==> config.mk <==
export PLATFORM = sky130hd
export DESIGN_NAME = uncore_top
export DESIGN_NICKNAME = d
export VERILOG_FILES = /design/src/design/uncore_msg_pkg.sv /design/src/design/uncore_map_pkg.sv /design/src/design/uncore_top.sv /design/src/design/scratch_mem.sv /design/src/design/clint_timer.sv /design/src/design/cfg_regs.sv /design/src/design/resp_router.sv /design/src/design/cmd_router.sv
export SDC_FILE = /design/constraint.sdc
export NUM_CORES = 2
export LEC_CHECK = 0
export BUFFER_PORTS_ARGS = -buffer_cell sky130_fd_sc_hd__buf_2
export CORE_MARGIN = 3
export CORE_UTILIZATION = 35
export CTS_BUF_LIST = sky130_fd_sc_hd__clkbuf_4
export CTS_CLUSTER_DIAMETER = 150
export DETAILED_ROUTE_END_ITERATION = 12
export GPL_ROUTABILITY_DRIVEN = 0
export SYNTH_ARGS = -nofsm -noshare
export SYNTH_HDL_FRONTEND = slang
export SYNTH_SLANG_ARGS = --single-unit
==> constraint.sdc <==
create_clock -name clk_i -period 15.25 [get_ports clk_i]
set_input_delay 1.525 -clock clk_i [delete_from_list [all_inputs] [get_ports clk_i]]
set_output_delay 1.525 -clock clk_i [all_outputs]
set_load 0.05 [all_outputs]
==> src/design/uncore_msg_pkg.sv <==
`default_nettype none

package uncore_msg_pkg;

  // Every path in the uncore moves one 64-bit word per message
  localparam int PADDR_W  = 32;
  localparam int DWORD_W  = 64;
  localparam int REQ_ID_W = 2;

  // Fetch miss, data miss and incoming I/O
  localparam int NUM_REQ = 3;

  typedef logic [PADDR_W-1:0] paddr_t;

  typedef logic [DWORD_W-1:0] dword_t;

  typedef logic [REQ_ID_W-1:0] req_id_t;

endpackage

`default_nettype wire
==> src/design/uncore_map_pkg.sv <==
`default_nettype none

package uncore_map_pkg;

  typedef logic [3:0] dev_id_t;
  typedef logic [7:0] reg_ofs_t;

  // Below this address everything is a local device
  localparam uncore_msg_pkg::paddr_t DRAM_BASE = 32'h8000_0000;
  localparam int DEV_LSB = 20;

  localparam dev_id_t BOOT_DEV  = 4'd0;
  localparam dev_id_t HOST_DEV  = 4'd1;
  localparam dev_id_t CFG_DEV   = 4'd2;
  localparam dev_id_t CLINT_DEV = 4'd3;
  localparam dev_id_t CACHE_DEV = 4'd4;

  localparam reg_ofs_t CLINT_MSIP_OFS     = 8'h00;
  localparam reg_ofs_t CLINT_MTIMECMP_OFS = 8'h08;
  localparam reg_ofs_t CLINT_MTIME_OFS    = 8'h10;

  localparam reg_ofs_t CFG_FREEZE_OFS  = 8'h00;
  localparam reg_ofs_t CFG_CORE_ID_OFS = 8'h08;
  localparam reg_ofs_t CFG_SCRATCH_OFS = 8'h10;

endpackage

`default_nettype wire

==> src/design/uncore_top.sv <==
`timescale 1ns/1ps
`default_nettype none

module uncore_top
  #(parameter int MEM_WORDS = 64)
  (input  logic                                                   clk_i
   , input  logic                                                 rst_i
   , input  logic [uncore_msg_pkg::NUM_REQ-1:0]                   req_cmd_v_i
   , input  logic [uncore_msg_pkg::NUM_REQ-1:0]                   req_cmd_we_i
   , input  uncore_msg_pkg::paddr_t [uncore_msg_pkg::NUM_REQ-1:0] req_cmd_addr_i
   , input  uncore_msg_pkg::dword_t [uncore_msg_pkg::NUM_REQ-1:0] req_cmd_data_i
   , output logic [uncore_msg_pkg::NUM_REQ-1:0]                   req_cmd_yumi_o
   , output logic [uncore_msg_pkg::NUM_REQ-1:0]                   resp_v_o
   , output uncore_msg_pkg::dword_t                               resp_data_o
   , input  logic [uncore_msg_pkg::NUM_REQ-1:0]                   resp_yumi_i
   // Outgoing I/O
   , output logic                                                 io_cmd_v_o
   , output logic                                                 io_cmd_we_o
   , output uncore_msg_pkg::paddr_t                               io_cmd_addr_o
   , output uncore_msg_pkg::dword_t                               io_cmd_data_o
   , output uncore_msg_pkg::req_id_t                              io_cmd_id_o
   , input  logic                                                 io_cmd_ready_i
   , input  logic                                                 io_resp_v_i
   , input  uncore_msg_pkg::dword_t                               io_resp_data_i
   , input  uncore_msg_pkg::req_id_t                              io_resp_id_i
   , output logic                                                 io_resp_yumi_o
   , output logic                                                 timer_irq_o
   , output logic                                                 software_irq_o
   , output logic                                                 freeze_o
   );

  logic cmd_we;
  uncore_msg_pkg::paddr_t cmd_addr;
  uncore_msg_pkg::dword_t cmd_data;
  uncore_msg_pkg::req_id_t cmd_id;

  logic cfg_v, cfg_ready, cfg_resp_v, cfg_resp_yumi;
  logic clint_v, clint_ready, clint_resp_v, clint_resp_yumi;
  logic mem_v, mem_ready, mem_resp_v, mem_resp_yumi;
  uncore_msg_pkg::dword_t cfg_resp_data, clint_resp_data, mem_resp_data;
  uncore_msg_pkg::req_id_t cfg_resp_id, clint_resp_id, mem_resp_id;

  // The I/O port sees the same selected command as the local devices
  assign io_cmd_we_o   = cmd_we;
  assign io_cmd_addr_o = cmd_addr;
  assign io_cmd_data_o = cmd_data;
  assign io_cmd_id_o   = cmd_id;

  cmd_router cmd_rtr
    (.clk_i, .rst_i
     ,.req_cmd_v_i, .req_cmd_we_i, .req_cmd_addr_i, .req_cmd_data_i, .req_cmd_yumi_o
     ,.cfg_ready_i(cfg_ready), .clint_ready_i(clint_ready)
     ,.mem_ready_i(mem_ready), .io_ready_i(io_cmd_ready_i)
     ,.cfg_v_o(cfg_v), .clint_v_o(clint_v), .mem_v_o(mem_v), .io_v_o(io_cmd_v_o)
     ,.cmd_we_o(cmd_we), .cmd_addr_o(cmd_addr), .cmd_data_o(cmd_data), .cmd_id_o(cmd_id)
     );

  cfg_regs cfg
    (.clk_i, .rst_i
     ,.cmd_v_i(cfg_v), .cmd_we_i(cmd_we), .cmd_addr_i(cmd_addr), .cmd_data_i(cmd_data)
     ,.cmd_id_i(cmd_id), .cmd_ready_o(cfg_ready)
     ,.resp_v_o(cfg_resp_v), .resp_data_o(cfg_resp_data), .resp_id_o(cfg_resp_id)
     ,.resp_yumi_i(cfg_resp_yumi), .freeze_o
     );

  clint_timer clint
    (.clk_i, .rst_i
     ,.cmd_v_i(clint_v), .cmd_we_i(cmd_we), .cmd_addr_i(cmd_addr), .cmd_data_i(cmd_data)
     ,.cmd_id_i(cmd_id), .cmd_ready_o(clint_ready)
     ,.resp_v_o(clint_resp_v), .resp_data_o(clint_resp_data), .resp_id_o(clint_resp_id)
     ,.resp_yumi_i(clint_resp_yumi), .timer_irq_o, .software_irq_o
     );

  scratch_mem #(.MEM_WORDS(MEM_WORDS)) mem
    (.clk_i, .rst_i
     ,.cmd_v_i(mem_v), .cmd_we_i(cmd_we), .cmd_addr_i(cmd_addr), .cmd_data_i(cmd_data)
     ,.cmd_id_i(cmd_id), .cmd_ready_o(mem_ready)
     ,.resp_v_o(mem_resp_v), .resp_data_o(mem_resp_data), .resp_id_o(mem_resp_id)
     ,.resp_yumi_i(mem_resp_yumi)
     );

  resp_router resp_rtr
    (.clk_i, .rst_i
     ,.cfg_resp_v_i(cfg_resp_v), .clint_resp_v_i(clint_resp_v)
     ,.mem_resp_v_i(mem_resp_v), .io_resp_v_i
     ,.cfg_resp_data_i(cfg_resp_data), .clint_resp_data_i(clint_resp_data)
     ,.mem_resp_data_i(mem_resp_data), .io_resp_data_i
     ,.cfg_resp_id_i(cfg_resp_id), .clint_resp_id_i(clint_resp_id)
     ,.mem_resp_id_i(mem_resp_id), .io_resp_id_i
     ,.cfg_resp_yumi_o(cfg_resp_yumi), .clint_resp_yumi_o(clint_resp_yumi)
     ,.mem_resp_yumi_o(mem_resp_yumi), .io_resp_yumi_o
     ,.resp_v_o, .resp_data_o, .resp_yumi_i
     );

endmodule

`default_nettype wire

==> src/design/scratch_mem.sv <==
`timescale 1ns/1ps
`default_nettype none

module scratch_mem
  #(parameter int MEM_WORDS = 64)
  (input  logic                      clk_i
   , input  logic                    rst_i
   , input  logic                    cmd_v_i
   , input  logic                    cmd_we_i
   , input  uncore_msg_pkg::paddr_t  cmd_addr_i
   , input  uncore_msg_pkg::dword_t  cmd_data_i
   , input  uncore_msg_pkg::req_id_t cmd_id_i
   , output logic                    cmd_ready_o
   , output logic                    resp_v_o
   , output uncore_msg_pkg::dword_t  resp_data_o
   , output uncore_msg_pkg::req_id_t resp_id_o
   , input  logic                    resp_yumi_i
   );

  localparam int IDX_W = (MEM_WORDS > 1) ? $clog2(MEM_WORDS) : 1;

  uncore_msg_pkg::dword_t mem_r [MEM_WORDS];
  logic [IDX_W-1:0] idx;

  // Word index wraps, so DRAM and cache-device aliases land in the same array
  assign idx = IDX_W'(cmd_addr_i[$bits(uncore_msg_pkg::paddr_t)-1:3] % MEM_WORDS);

  assign cmd_ready_o = ~resp_v_o;

  always_ff @(posedge clk_i)
  begin
    if (rst_i)
      resp_v_o <= 1'b0;
    else if (cmd_v_i)
      resp_v_o <= 1'b1;
    else if (resp_yumi_i)
      resp_v_o <= 1'b0;
  end

  always_ff @(posedge clk_i)
  begin
    if (cmd_v_i)
    begin
      if (cmd_we_i)
        mem_r[idx] <= cmd_data_i;
      resp_data_o <= cmd_we_i ? '0 : mem_r[idx];
      resp_id_o   <= cmd_id_i;
    end
  end

  a_no_cmd_while_busy: assert property (@(posedge clk_i) disable iff (rst_i)
    cmd_v_i |-> cmd_ready_o);

endmodule

`default_nettype wire

==> src/design/clint_timer.sv <==
`timescale 1ns/1ps
`default_nettype none

module clint_timer
  (input  logic                      clk_i
   , input  logic                    rst_i
   , input  logic                    cmd_v_i
   , input  logic                    cmd_we_i
   , input  uncore_msg_pkg::paddr_t  cmd_addr_i
   , input  uncore_msg_pkg::dword_t  cmd_data_i
   , input  uncore_msg_pkg::req_id_t cmd_id_i
   , output logic                    cmd_ready_o
   , output logic                    resp_v_o
   , output uncore_msg_pkg::dword_t  resp_data_o
   , output uncore_msg_pkg::req_id_t resp_id_o
   , input  logic                    resp_yumi_i
   , output logic                    timer_irq_o
   , output logic                    software_irq_o
   );

  uncore_map_pkg::reg_ofs_t ofs;
  uncore_msg_pkg::dword_t mtime_r;
  uncore_msg_pkg::dword_t mtimecmp_r;
  uncore_msg_pkg::dword_t rd_data;
  logic msip_r;
  logic wr;

  assign ofs         = cmd_addr_i[$bits(uncore_map_pkg::reg_ofs_t)-1:0];
  assign wr          = cmd_v_i & cmd_we_i;
  assign cmd_ready_o = ~resp_v_o;

  assign timer_irq_o    = (mtime_r >= mtimecmp_r);
  assign software_irq_o = msip_r;

  always_comb
  begin
    case (ofs)
      uncore_map_pkg::CLINT_MSIP_OFS:     rd_data = {63'b0, msip_r};
      uncore_map_pkg::CLINT_MTIMECMP_OFS: rd_data = mtimecmp_r;
      uncore_map_pkg::CLINT_MTIME_OFS:    rd_data = mtime_r;
      default:                            rd_data = '0;
    endcase
  end

  always_ff @(posedge clk_i)
  begin
    if (rst_i)
    begin
      resp_v_o   <= 1'b0;
      msip_r     <= 1'b0;
      mtime_r    <= '0;
      // Compare parked at the top so the timer interrupt stays quiet
      mtimecmp_r <= '1;
    end
    else
    begin
      if (cmd_v_i)
        resp_v_o <= 1'b1;
      else if (resp_yumi_i)
        resp_v_o <= 1'b0;
      if (wr && ofs == uncore_map_pkg::CLINT_MSIP_OFS)
        msip_r <= cmd_data_i[0];
      if (wr && ofs == uncore_map_pkg::CLINT_MTIMECMP_OFS)
        mtimecmp_r <= cmd_data_i;
      if (wr && ofs == uncore_map_pkg::CLINT_MTIME_OFS)
        mtime_r <= cmd_data_i;
      else
        mtime_r <= mtime_r + 1'b1;
    end
  end

  always_ff @(posedge clk_i)
  begin
    if (cmd_v_i)
    begin
      resp_data_o <= cmd_we_i ? '0 : rd_data;
      resp_id_o   <= cmd_id_i;
    end
  end

endmodule

`default_nettype wire

==> src/design/cfg_regs.sv <==
`timescale 1ns/1ps
`default_nettype none

module cfg_regs
  (input  logic                      clk_i
   , input  logic                    rst_i
   , input  logic                    cmd_v_i
   , input  logic                    cmd_we_i
   , input  uncore_msg_pkg::paddr_t  cmd_addr_i
   , input  uncore_msg_pkg::dword_t  cmd_data_i
   , input  uncore_msg_pkg::req_id_t cmd_id_i
   , output logic                    cmd_ready_o
   , output logic                    resp_v_o
   , output uncore_msg_pkg::dword_t  resp_data_o
   , output uncore_msg_pkg::req_id_t resp_id_o
   , input  logic                    resp_yumi_i
   , output logic                    freeze_o
   );

  uncore_map_pkg::reg_ofs_t ofs;
  uncore_msg_pkg::dword_t core_id_r;
  uncore_msg_pkg::dword_t scratch_r;
  uncore_msg_pkg::dword_t rd_data;
  logic wr;

  assign ofs         = cmd_addr_i[$bits(uncore_map_pkg::reg_ofs_t)-1:0];
  assign wr          = cmd_v_i & cmd_we_i;
  assign cmd_ready_o = ~resp_v_o;

  always_comb
  begin
    case (ofs)
      uncore_map_pkg::CFG_FREEZE_OFS:  rd_data = {63'b0, freeze_o};
      uncore_map_pkg::CFG_CORE_ID_OFS: rd_data = core_id_r;
      uncore_map_pkg::CFG_SCRATCH_OFS: rd_data = scratch_r;
      default:                         rd_data = '0;
    endcase
  end

  // Core held frozen out of reset until the host clears it
  always_ff @(posedge clk_i)
  begin
    if (rst_i)
    begin
      resp_v_o  <= 1'b0;
      freeze_o  <= 1'b1;
      core_id_r <= '0;
    end
    else
    begin
      if (cmd_v_i)
        resp_v_o <= 1'b1;
      else if (resp_yumi_i)
        resp_v_o <= 1'b0;
      if (wr && ofs == uncore_map_pkg::CFG_FREEZE_OFS)
        freeze_o <= cmd_data_i[0];
      if (wr && ofs == uncore_map_pkg::CFG_CORE_ID_OFS)
        core_id_r <= cmd_data_i;
    end
  end

  always_ff @(posedge clk_i)
  begin
    if (wr && ofs == uncore_map_pkg::CFG_SCRATCH_OFS)
      scratch_r <= cmd_data_i;
    if (cmd_v_i)
    begin
      resp_data_o <= cmd_we_i ? '0 : rd_data;
      resp_id_o   <= cmd_id_i;
    end
  end

endmodule

`default_nettype wire

==> src/design/resp_router.sv <==
`timescale 1ns/1ps
`default_nettype none

module resp_router
  (input  logic                                 clk_i
   , input  logic                               rst_i
   , input  logic                               cfg_resp_v_i
   , input  logic                               clint_resp_v_i
   , input  logic                               mem_resp_v_i
   , input  logic                               io_resp_v_i
   , input  uncore_msg_pkg::dword_t             cfg_resp_data_i
   , input  uncore_msg_pkg::dword_t             clint_resp_data_i
   , input  uncore_msg_pkg::dword_t             mem_resp_data_i
   , input  uncore_msg_pkg::dword_t             io_resp_data_i
   , input  uncore_msg_pkg::req_id_t            cfg_resp_id_i
   , input  uncore_msg_pkg::req_id_t            clint_resp_id_i
   , input  uncore_msg_pkg::req_id_t            mem_resp_id_i
   , input  uncore_msg_pkg::req_id_t            io_resp_id_i
   , output logic                               cfg_resp_yumi_o
   , output logic                               clint_resp_yumi_o
   , output logic                               mem_resp_yumi_o
   , output logic                               io_resp_yumi_o
   , output logic [uncore_msg_pkg::NUM_REQ-1:0] resp_v_o
   , output uncore_msg_pkg::dword_t             resp_data_o
   , input  logic [uncore_msg_pkg::NUM_REQ-1:0] resp_yumi_i
   );

  uncore_msg_pkg::req_id_t sel_id;
  logic any_v;
  logic pop;
  logic mem_gnt;
  logic io_gnt;
  logic clint_gnt;
  logic cfg_gnt;

  // Scratch memory first, then I/O, timer and config last
  assign mem_gnt   = mem_resp_v_i;
  assign io_gnt    = io_resp_v_i & ~mem_resp_v_i;
  assign clint_gnt = clint_resp_v_i & ~io_resp_v_i & ~mem_resp_v_i;
  assign cfg_gnt   = cfg_resp_v_i & ~clint_resp_v_i & ~io_resp_v_i & ~mem_resp_v_i;
  assign any_v     = mem_resp_v_i | io_resp_v_i | clint_resp_v_i | cfg_resp_v_i;

  always_comb
  begin
    if (mem_gnt)
    begin
      resp_data_o = mem_resp_data_i;
      sel_id      = mem_resp_id_i;
    end
    else if (io_gnt)
    begin
      resp_data_o = io_resp_data_i;
      sel_id      = io_resp_id_i;
    end
    else if (clint_gnt)
    begin
      resp_data_o = clint_resp_data_i;
      sel_id      = clint_resp_id_i;
    end
    else
    begin
      resp_data_o = cfg_resp_data_i;
      sel_id      = cfg_resp_id_i;
    end
  end

  for (genvar k = 0; k < uncore_msg_pkg::NUM_REQ; k++)
  begin : g_resp_v
    assign resp_v_o[k] = any_v & (sel_id == uncore_msg_pkg::req_id_t'(k));
  end

  // Only the addressed requester can see valid, so any pop belongs to the grant
  assign pop = |resp_yumi_i;

  assign mem_resp_yumi_o   = pop & mem_gnt;
  assign io_resp_yumi_o    = pop & io_gnt;
  assign clint_resp_yumi_o = pop & clint_gnt;
  assign cfg_resp_yumi_o   = pop & cfg_gnt;

  a_pop_needs_valid: assert property (@(posedge clk_i) disable iff (rst_i)
    (resp_yumi_i & ~resp_v_o) == '0);

endmodule

`default_nettype wire

==> src/design/cmd_router.sv <==
`timescale 1ns/1ps
`default_nettype none

module cmd_router
  (input  logic                                                   clk_i
   , input  logic                                                 rst_i
   , input  logic [uncore_msg_pkg::NUM_REQ-1:0]                   req_cmd_v_i
   , input  logic [uncore_msg_pkg::NUM_REQ-1:0]                   req_cmd_we_i
   , input  uncore_msg_pkg::paddr_t [uncore_msg_pkg::NUM_REQ-1:0] req_cmd_addr_i
   , input  uncore_msg_pkg::dword_t [uncore_msg_pkg::NUM_REQ-1:0] req_cmd_data_i
   , output logic [uncore_msg_pkg::NUM_REQ-1:0]                   req_cmd_yumi_o
   , input  logic                                                 cfg_ready_i
   , input  logic                                                 clint_ready_i
   , input  logic                                                 mem_ready_i
   , input  logic                                                 io_ready_i
   , output logic                                                 cfg_v_o
   , output logic                                                 clint_v_o
   , output logic                                                 mem_v_o
   , output logic                                                 io_v_o
   , output logic                                                 cmd_we_o
   , output uncore_msg_pkg::paddr_t                               cmd_addr_o
   , output uncore_msg_pkg::dword_t                               cmd_data_o
   , output uncore_msg_pkg::req_id_t                              cmd_id_o
   );

  uncore_msg_pkg::req_id_t sel;
  uncore_map_pkg::dev_id_t dev;
  logic all_ready;
  logic fire;
  logic is_local;
  logic is_mem;
  logic is_cfg;
  logic is_clint;

  // A busy I/O port holds off every requester, even ones bound for local devices
  assign all_ready = cfg_ready_i & clint_ready_i & mem_ready_i & io_ready_i;
  assign fire      = all_ready & (|req_cmd_v_i);

  // Highest index wins, so incoming I/O beats both miss ports
  always_comb
  begin
    sel = '0;
    for (int k = 0; k < uncore_msg_pkg::NUM_REQ; k++)
    begin
      if (req_cmd_v_i[k])
        sel = uncore_msg_pkg::req_id_t'(k);
    end
  end

  always_comb
  begin
    req_cmd_yumi_o = '0;
    if (fire)
      req_cmd_yumi_o[sel] = 1'b1;
  end

  assign cmd_we_o   = req_cmd_we_i[sel];
  assign cmd_addr_o = req_cmd_addr_i[sel];
  assign cmd_data_o = req_cmd_data_i[sel];
  assign cmd_id_o   = sel;

  assign is_local = cmd_addr_o < uncore_map_pkg::DRAM_BASE;
  assign dev      = cmd_addr_o[uncore_map_pkg::DEV_LSB +: $bits(uncore_map_pkg::dev_id_t)];
  assign is_mem   = ~is_local | (dev == uncore_map_pkg::CACHE_DEV);
  assign is_cfg   = is_local & (dev == uncore_map_pkg::CFG_DEV);
  assign is_clint = is_local & (dev == uncore_map_pkg::CLINT_DEV);

  assign cfg_v_o   = fire & is_cfg;
  assign clint_v_o = fire & is_clint;
  assign mem_v_o   = fire & is_mem;
  // Boot, host and any unmapped device number leave through the I/O port
  assign io_v_o    = fire & ~is_mem & ~is_cfg & ~is_clint;

  // A waiting requester keeps its command up until it is taken
  a_v_held_until_yumi: assert property (@(posedge clk_i) disable iff (rst_i)
    |(req_cmd_v_i & ~req_cmd_yumi_o) |=>
      ((~req_cmd_v_i & $past(req_cmd_v_i & ~req_cmd_yumi_o)) == '0));

endmodule

`default_nettype wire

; Word level (Yosys, flattened, before mapping)
; Memories as Yosys holds them, arrays and structs flattened. A register that Yosys moved wholly into a read port is not among the register bits.
; Index checks and enable logic that the tools add are counted.
[totals]
n_memories = 1
ram_bits = 4096
input_bits = 367
regBits = 395
elab_cells = 109
out_inout_bits = 174
[mem_list]
columns = name, words, width, rd, rd_ports_with_merged_regs, write_ports, line
row1 = mem.mem_r, 64, 64, 1, 1, 1, scratch_mem.sv:22  ; uncore_msg_pkg::dword_t mem_r [MEM_WORDS];
[op_classes]
mux = 29
n_bitwise = 39
eq_ne = 7
n_reduce_logical = 14
order_cmp = 4
addsub = 1
[ops]
columns = cell, n
row1 = $pmux 64 s3, 2
row2 = $mux 64, 5
row3 = $bmux 64 s2, 1
row4 = $add 64x1->64 const B, 1
row5 = $bmux 32 s2, 1
row6 = $ge 64x64->1, 1
row7 = $lt 32x32->1 const B, 1
row8 = $mux 32, 1
row9 = $and 1x1->1, 27
row10 = $mux 1, 12
row11 = $eq 4x2->1 const B, 2
row12 = $eq 8x4->1 const B, 1
row13 = $eq 8x5->1 const B, 1
row14 = $logic_not 8->1, 1
row15 = $mux 2, 4
row16 = $not 1->1, 8
row17 = $logic_and 1x1->1, 7
row18 = $reduce_bool 2->1, 3
row19 = $reduce_or 3->1, 2
row20 = $eq 4x3->1 const B, 1
row21 = $or 1x1->1, 4
row22 = $lt 2x3->1 const B, 1
row23 = $mux 3, 1
row24 = $bmux 1 s2, 1
row25 = other kinds (5), 5

; Longest topological paths before layout
[logic_depth]
ltp_word = 11
ltp_mapped = 12

; Modules after synthesis
; From an unflattened synthesis, not the netlist that was laid out.
[hier_totals]
hier_cells = 10827
hier_area_um2 = 182259.8
[by_module_without_submodules]
columns = mod, cells_each, area_per_inst_um2, instances, seq_area_each_um2
row1 = scratch_mem, 8515, 160048.5, 1, 124999.9
row2 = clint_timer, 1084, 10023.4, 1, 4584.4
row3 = cfg_regs, 576, 7790.0, 1, 5225.0
row4 = resp_router, 311, 2242.2, 1, 0.0
row5 = cmd_router, 341, 2155.8, 1, 0.0

; Worst setup path before layout
; No wires, ideal clock.
[synth_timing]
kind = in2reg
startpoint = in req_cmd_v_i[1] in the netlist's numbering
endpoint = reg cfg.scratch_r[0], enable pin
required_time_ps = 14821
arrival_time_ps = 12275
path_slack_ps = 2546
stages = 7
path_buffers = 2
cell_sequence = buf_6 buf_4 mux2i_1 o21ai_0 nand2_1 nor4_1 and3_1
[synth_via]
elab_chain_len = 9
[synth_rtl]
columns = item, line
row1 = start: declaration, uncore_top.sv:8  ; , input logic [uncore_msg_pkg::NUM_REQ-1:0] req_cmd_v_i
row2 = $mux 1 *, cmd_router.sv:45  ; if (req_cmd_v_i[k])
row3 = $mux 2 *, cmd_router.sv:45
row4 = $bmux 32 s2 *, cmd_router.sv:58  ; assign cmd_addr_o = req_cmd_addr_i[sel];
row5 = $mux 32 (implied by the code) *, cmd_router.sv:58
row6 = via io_cmd_addr_o[21], uncore_top.sv:19  ; , output uncore_msg_pkg::paddr_t io_cmd_addr_o
row7 = $lt 32x32->1 or $eq 4x2->1 (tied branches), "cmd_router.sv:62, cmd_router.sv:65"
row8 = $and 1x1->1 *, cmd_router.sv:65  ; assign is_cfg = is_local & (dev == uncore_map_pkg::CFG_DEV);
row9 = $and 1x1->1 *, cmd_router.sv:68  ; assign cfg_v_o = fire & is_cfg;
row10 = via cfg.cmd_v_i, cfg_regs.sv:7  ; , input logic cmd_v_i
row11 = $and 1x1->1 *, cfg_regs.sv:27  ; assign wr = cmd_v_i & cmd_we_i;
row12 = $logic_and 1x1->1 *, cfg_regs.sv:64  ; if (wr && ofs == uncore_map_pkg::CFG_SCRATCH_OFS)
row13 = end signal: assignment, cfg_regs.sv:65  ; scratch_r <= cmd_data_i;
row14 = end: declaration, cfg_regs.sv:22  ; uncore_msg_pkg::dword_t scratch_r;
; Mark *: on every way through the listed nets, which the timed path passes. The rest lies on a longest branch. The select of a mux whose other input is x is not followed.
; A chain may end at the register's enable or synchronous reset.

; Worst setup path in the final report
[layout_timing]
startpoint = reg mem.resp_v_o
endpoint = out resp_data_o[39]
[layout_via]
elab_chain_len = 5
[layout_rtl]
columns = item, line
row1 = start: declaration, scratch_mem.sv:14  ; , output logic resp_v_o
row2 = start signal: assignment, scratch_mem.sv:33  ; resp_v_o <= 1'b0;
row3 = start signal: assignment, scratch_mem.sv:35  ; resp_v_o <= 1'b1;
row4 = start signal: assignment, scratch_mem.sv:37  ; resp_v_o <= 1'b0;
row5 = $not 1->1, "resp_router.sv:38, resp_router.sv:39"
row6 = $and 1x1->1, resp_router.sv:39  ; assign clint_gnt = clint_resp_v_i & ~io_resp_v_i & ~mem_resp_v_i;
row7 = $mux 64, resp_router.sv:55  ; else if (clint_gnt)
row8 = $mux 64, resp_router.sv:50  ; else if (io_gnt)
row9 = $mux 64 *, resp_router.sv:45  ; if (mem_gnt)
row10 = end: declaration, uncore_top.sv:14  ; , output uncore_msg_pkg::dword_t resp_data_o
; Every way passes the cells marked *; elsewhere a longest branch is shown, timed or not.

==> results.toml <==
[synthesis]
avgSynthCellArea_um2 = 17.3
synth_ff_type = "edfxtp_1"
synthCells = 9830
ys_types = 64
synth_area_leader_cell = "edfxtp_1"
synth_warnings = 0
async_flop_share = 0
synth_area_leaders = "edfxtp_1 (77%), a22oi_1 (10%), a41oi_1 (2.6%)"
netlist_area_um2 = 170000
synth-seq-area-share = 0.792
synth_edf_count = 4358
ys_ff_latch = 4555
synth_top_area_frac = 0.769
synth_nets = 10300

[global_routing]
grt_usage = 0.245
grt_pass1_wl_um = 848000
grt_pass1_vias = 105000
antenna_found_initial = 50
grt_max_degree = 146
grt_overflow_total = 0

[detailed_routing]
avgRoutedWirePerCell_um = 33.9
num_vias = 111000
viasPerCell = 6.02
routed_wl_um = 624000
drc = 0
ant_nets = 0
drt_iter0_drc = 17800
first_pass_iters = 6

[sta]
rsz0062_at_grt = "no"
hold_violations = 0
fmax_ghz = 0.150
finalCriticalPeriod_ns = 6.66
finalSetupViolations = 0
skew_ns = 0.196
tns_ns = 0
worst_pin_slew_ns = 1.47
slew_headroom = 0.0124
fin_crit_sh = 0.437
finalMaxSlewViolations = 0

[run_status]
violations = "capacitance limit"
status = "finished with violations"

[clock_tree]
cts_sinks = 4555
cts_setup_buffers = 0
clock_path_buffers = 5
clk_latency_ns = 1.67
cts_hold_buffers = 0
cts-buffers-inserted = 1210
cts_tree = "built"
clk_pin_slew_ns = 0.07
h-tree-depth = 7
post_cts_resized = 0
cts-root-buf = "clkbuf_4"

[final_layout]
nets = 11700
utilization = 0.404
area_growth_pct = 14.7
seqCellArea_um2 = 135000
postLayoutCellArea_um2 = 195000
drive_above_1_share = 0.240
n_fill_cell = 43900
multi_input_area_um2 = 32400

[power]
p_per_area_nw_per_um2 = 132
ir_drop_mv = 0.0705
total_leakage_power_nw = 60.7

[min_path]
hold_class = "in2reg"

[placement]
hpwlAfterDp_um = 347000
port_buffers = 540
placed_area_um2 = 181000

[critical_path]
cp-start-kind = "register"
critPathKind = "reg2out"
cp-startpoint = "mem.resp_v_o"
crit_arrival_ns = 5.13
cp_max_fo = 56
r2r.worst_path.cells = 9
r2r_setup_slack_ns = 9.32
end_kind = "output pin"
crit_path_end = "resp_data_o[39]"
regToRegStartpoint = "mem.resp_v_o"
required_ns = 13.73
r2r_end = "mem.mem_r[39][56]"

[floorplan]
die-area_um2 = 495000
core-area_um2 = 483000
ioPinCount = 541
die_y_um = 703
initial_core_util = 0.352
rows = 255
die_w_um = 703

[job]
cap_violations = 1
==> routing by layer <==
| layer | wire length [µm] | track usage |
|---|---|---|
| met5 | 146 | 0 |
| met4 | 30300 | 0.123 |
| met3 | 80000 | 0.0714 |
| met2 | 279000 | 0.364 |
| met1 | 234000 | 0.329 |
==> cell usage in the layout (no fill, tap or decap), types with 140 or more instances in the layout <==
| cell type | n |
|---|---|
| edfxtp_1 | 4358 |
| a22oi_1 | 2307 |
| clkbuf_4 | 1695 |
| buf_2 | 536 |
| a41oi_1 | 512 |
| buf_4 | 352 |
| nor2_1 | 272 |
| nand2_1 | 263 |
| dfxtp_1 | 196 |
| a21oi_1 | 149 |
| nor4_1 | 140 |
==> sequential cells by signal, summed over array words and instances (netlist names) <==
name and cells:
cfg.scratch_r 64, clint.resp_id_o 2, clint.software_irq_o 1, clint.resp_v_o 1, mem.resp_data_o 64, clint.mtimecmp_r 64
clint.mtime_r 64, mem.resp_id_o 2, cfg.resp_v_o 1, cfg.resp_data_o 64, cfg.freeze_o 1, clint.resp_data_o 64
mem.resp_v_o 1, mem.mem_r 4096, cfg.core_id_r 64, cfg.resp_id_o 2
==> power breakdown <==
| group | internal (W) | switching (W) | leakage, nW |
|---|---|---|---|
| registers | 0.0139 | 0.0000528 | 40.7 |
| logic | 0.000393 | 0.00147 | 11.7 |
| clock network | 0.00530 | 0.00478 | 8.34 |
| total | 0.0196 | 0.00630 | 60.7 |
==> final cells by class <==
type | instances | share of cell area
inverters | 143 | 0.00277
repair buffers | 902 | 0.0286
clock inverters | 176 | 0.00555
multi-input cells | 4430 | 0.166
flip-flops and latches | 4555 | 0.690
clock buffers | 1695 | 0.0652
diodes | 43 | 0.000551
well taps | 6425 | 0.0412
==> synth_stat cells (26+ instances only) <==
cell and count:
dfxtp_1 197, nand3_1 34, a211oi_2 50, o21a_1 66, ha_1 65, inv_1 142
a21o_1 26, xnor2_1 30, nand2_1 267, a41oi_1 512, edfxtp_1 4358, o21ai_0 94
xor2_1 30, clkbuf_1 297, mux2i_1 97, a22oi_1 2307, nor3_1 37, buf_2 344
buf_1 30, a21oi_1 149, nor4_1 142, nor2_1 337, a211o_1 64
==> metrics by stage <==
stage	hold slack, ns	setup slack (ns)	total power, W	std cells
4_1_cts	0.150	8.83	0.0259	18300
5_1_grt	0.245	8.45	0.0267	18300
6_report	0.303	8.59	0.0259	18400
3_5_place_dp	0.444	7.33	0.0160	16500
3_3_place_gp	0.437	7.43	0.0160	16500
2_1_floorplan	0.432	2.55	0.0151	9830
==> how the worst min path moves through the flow <==
stage	endpoint	cells past startpoint	from	slack, ns
5_1_grt	clint.mtime_r[29]	4	req_cmd_data_i[157]	0.25
3_3_place_gp	cfg.core_id_r[22]	2	cfg.core_id_r[22]	0.44
3_5_place_dp	cfg.core_id_r[36]	2	cfg.core_id_r[36]	0.44
2_1_floorplan	cfg.core_id_r[10]	2	cfg.core_id_r[10]	0.43
4_1_cts	clint.mtime_r[29]	4	req_cmd_data_i[157]	0.15
6_report	cfg.core_id_r[6]	2	rst_i	0.30
==> cells by family after synthesis <==
group | count (synthesis) | synth area share
AO/OA/AOI/OAI | 3302 | 0.148
buffers and inverters | 845 | 0.0221
adder cells (fa/ha/maj) | 65 | 0.00478
multiplexers | 103 | 0.00620
flip-flops | 4555 | 0.792
AND/OR/NAND/NOR | 900 | 0.0242
XOR/XNOR | 60 | 0.00309
==> critical path, cell delays in order, from the launching register on <==
cell     delay, ns
dfxtp_4       0.78
nor3_2        0.11
buf_4         0.30
a22oi_1       1.04
o21ai_0       0.77
buf_2         0.44
(Power assumes the default switching activity.)
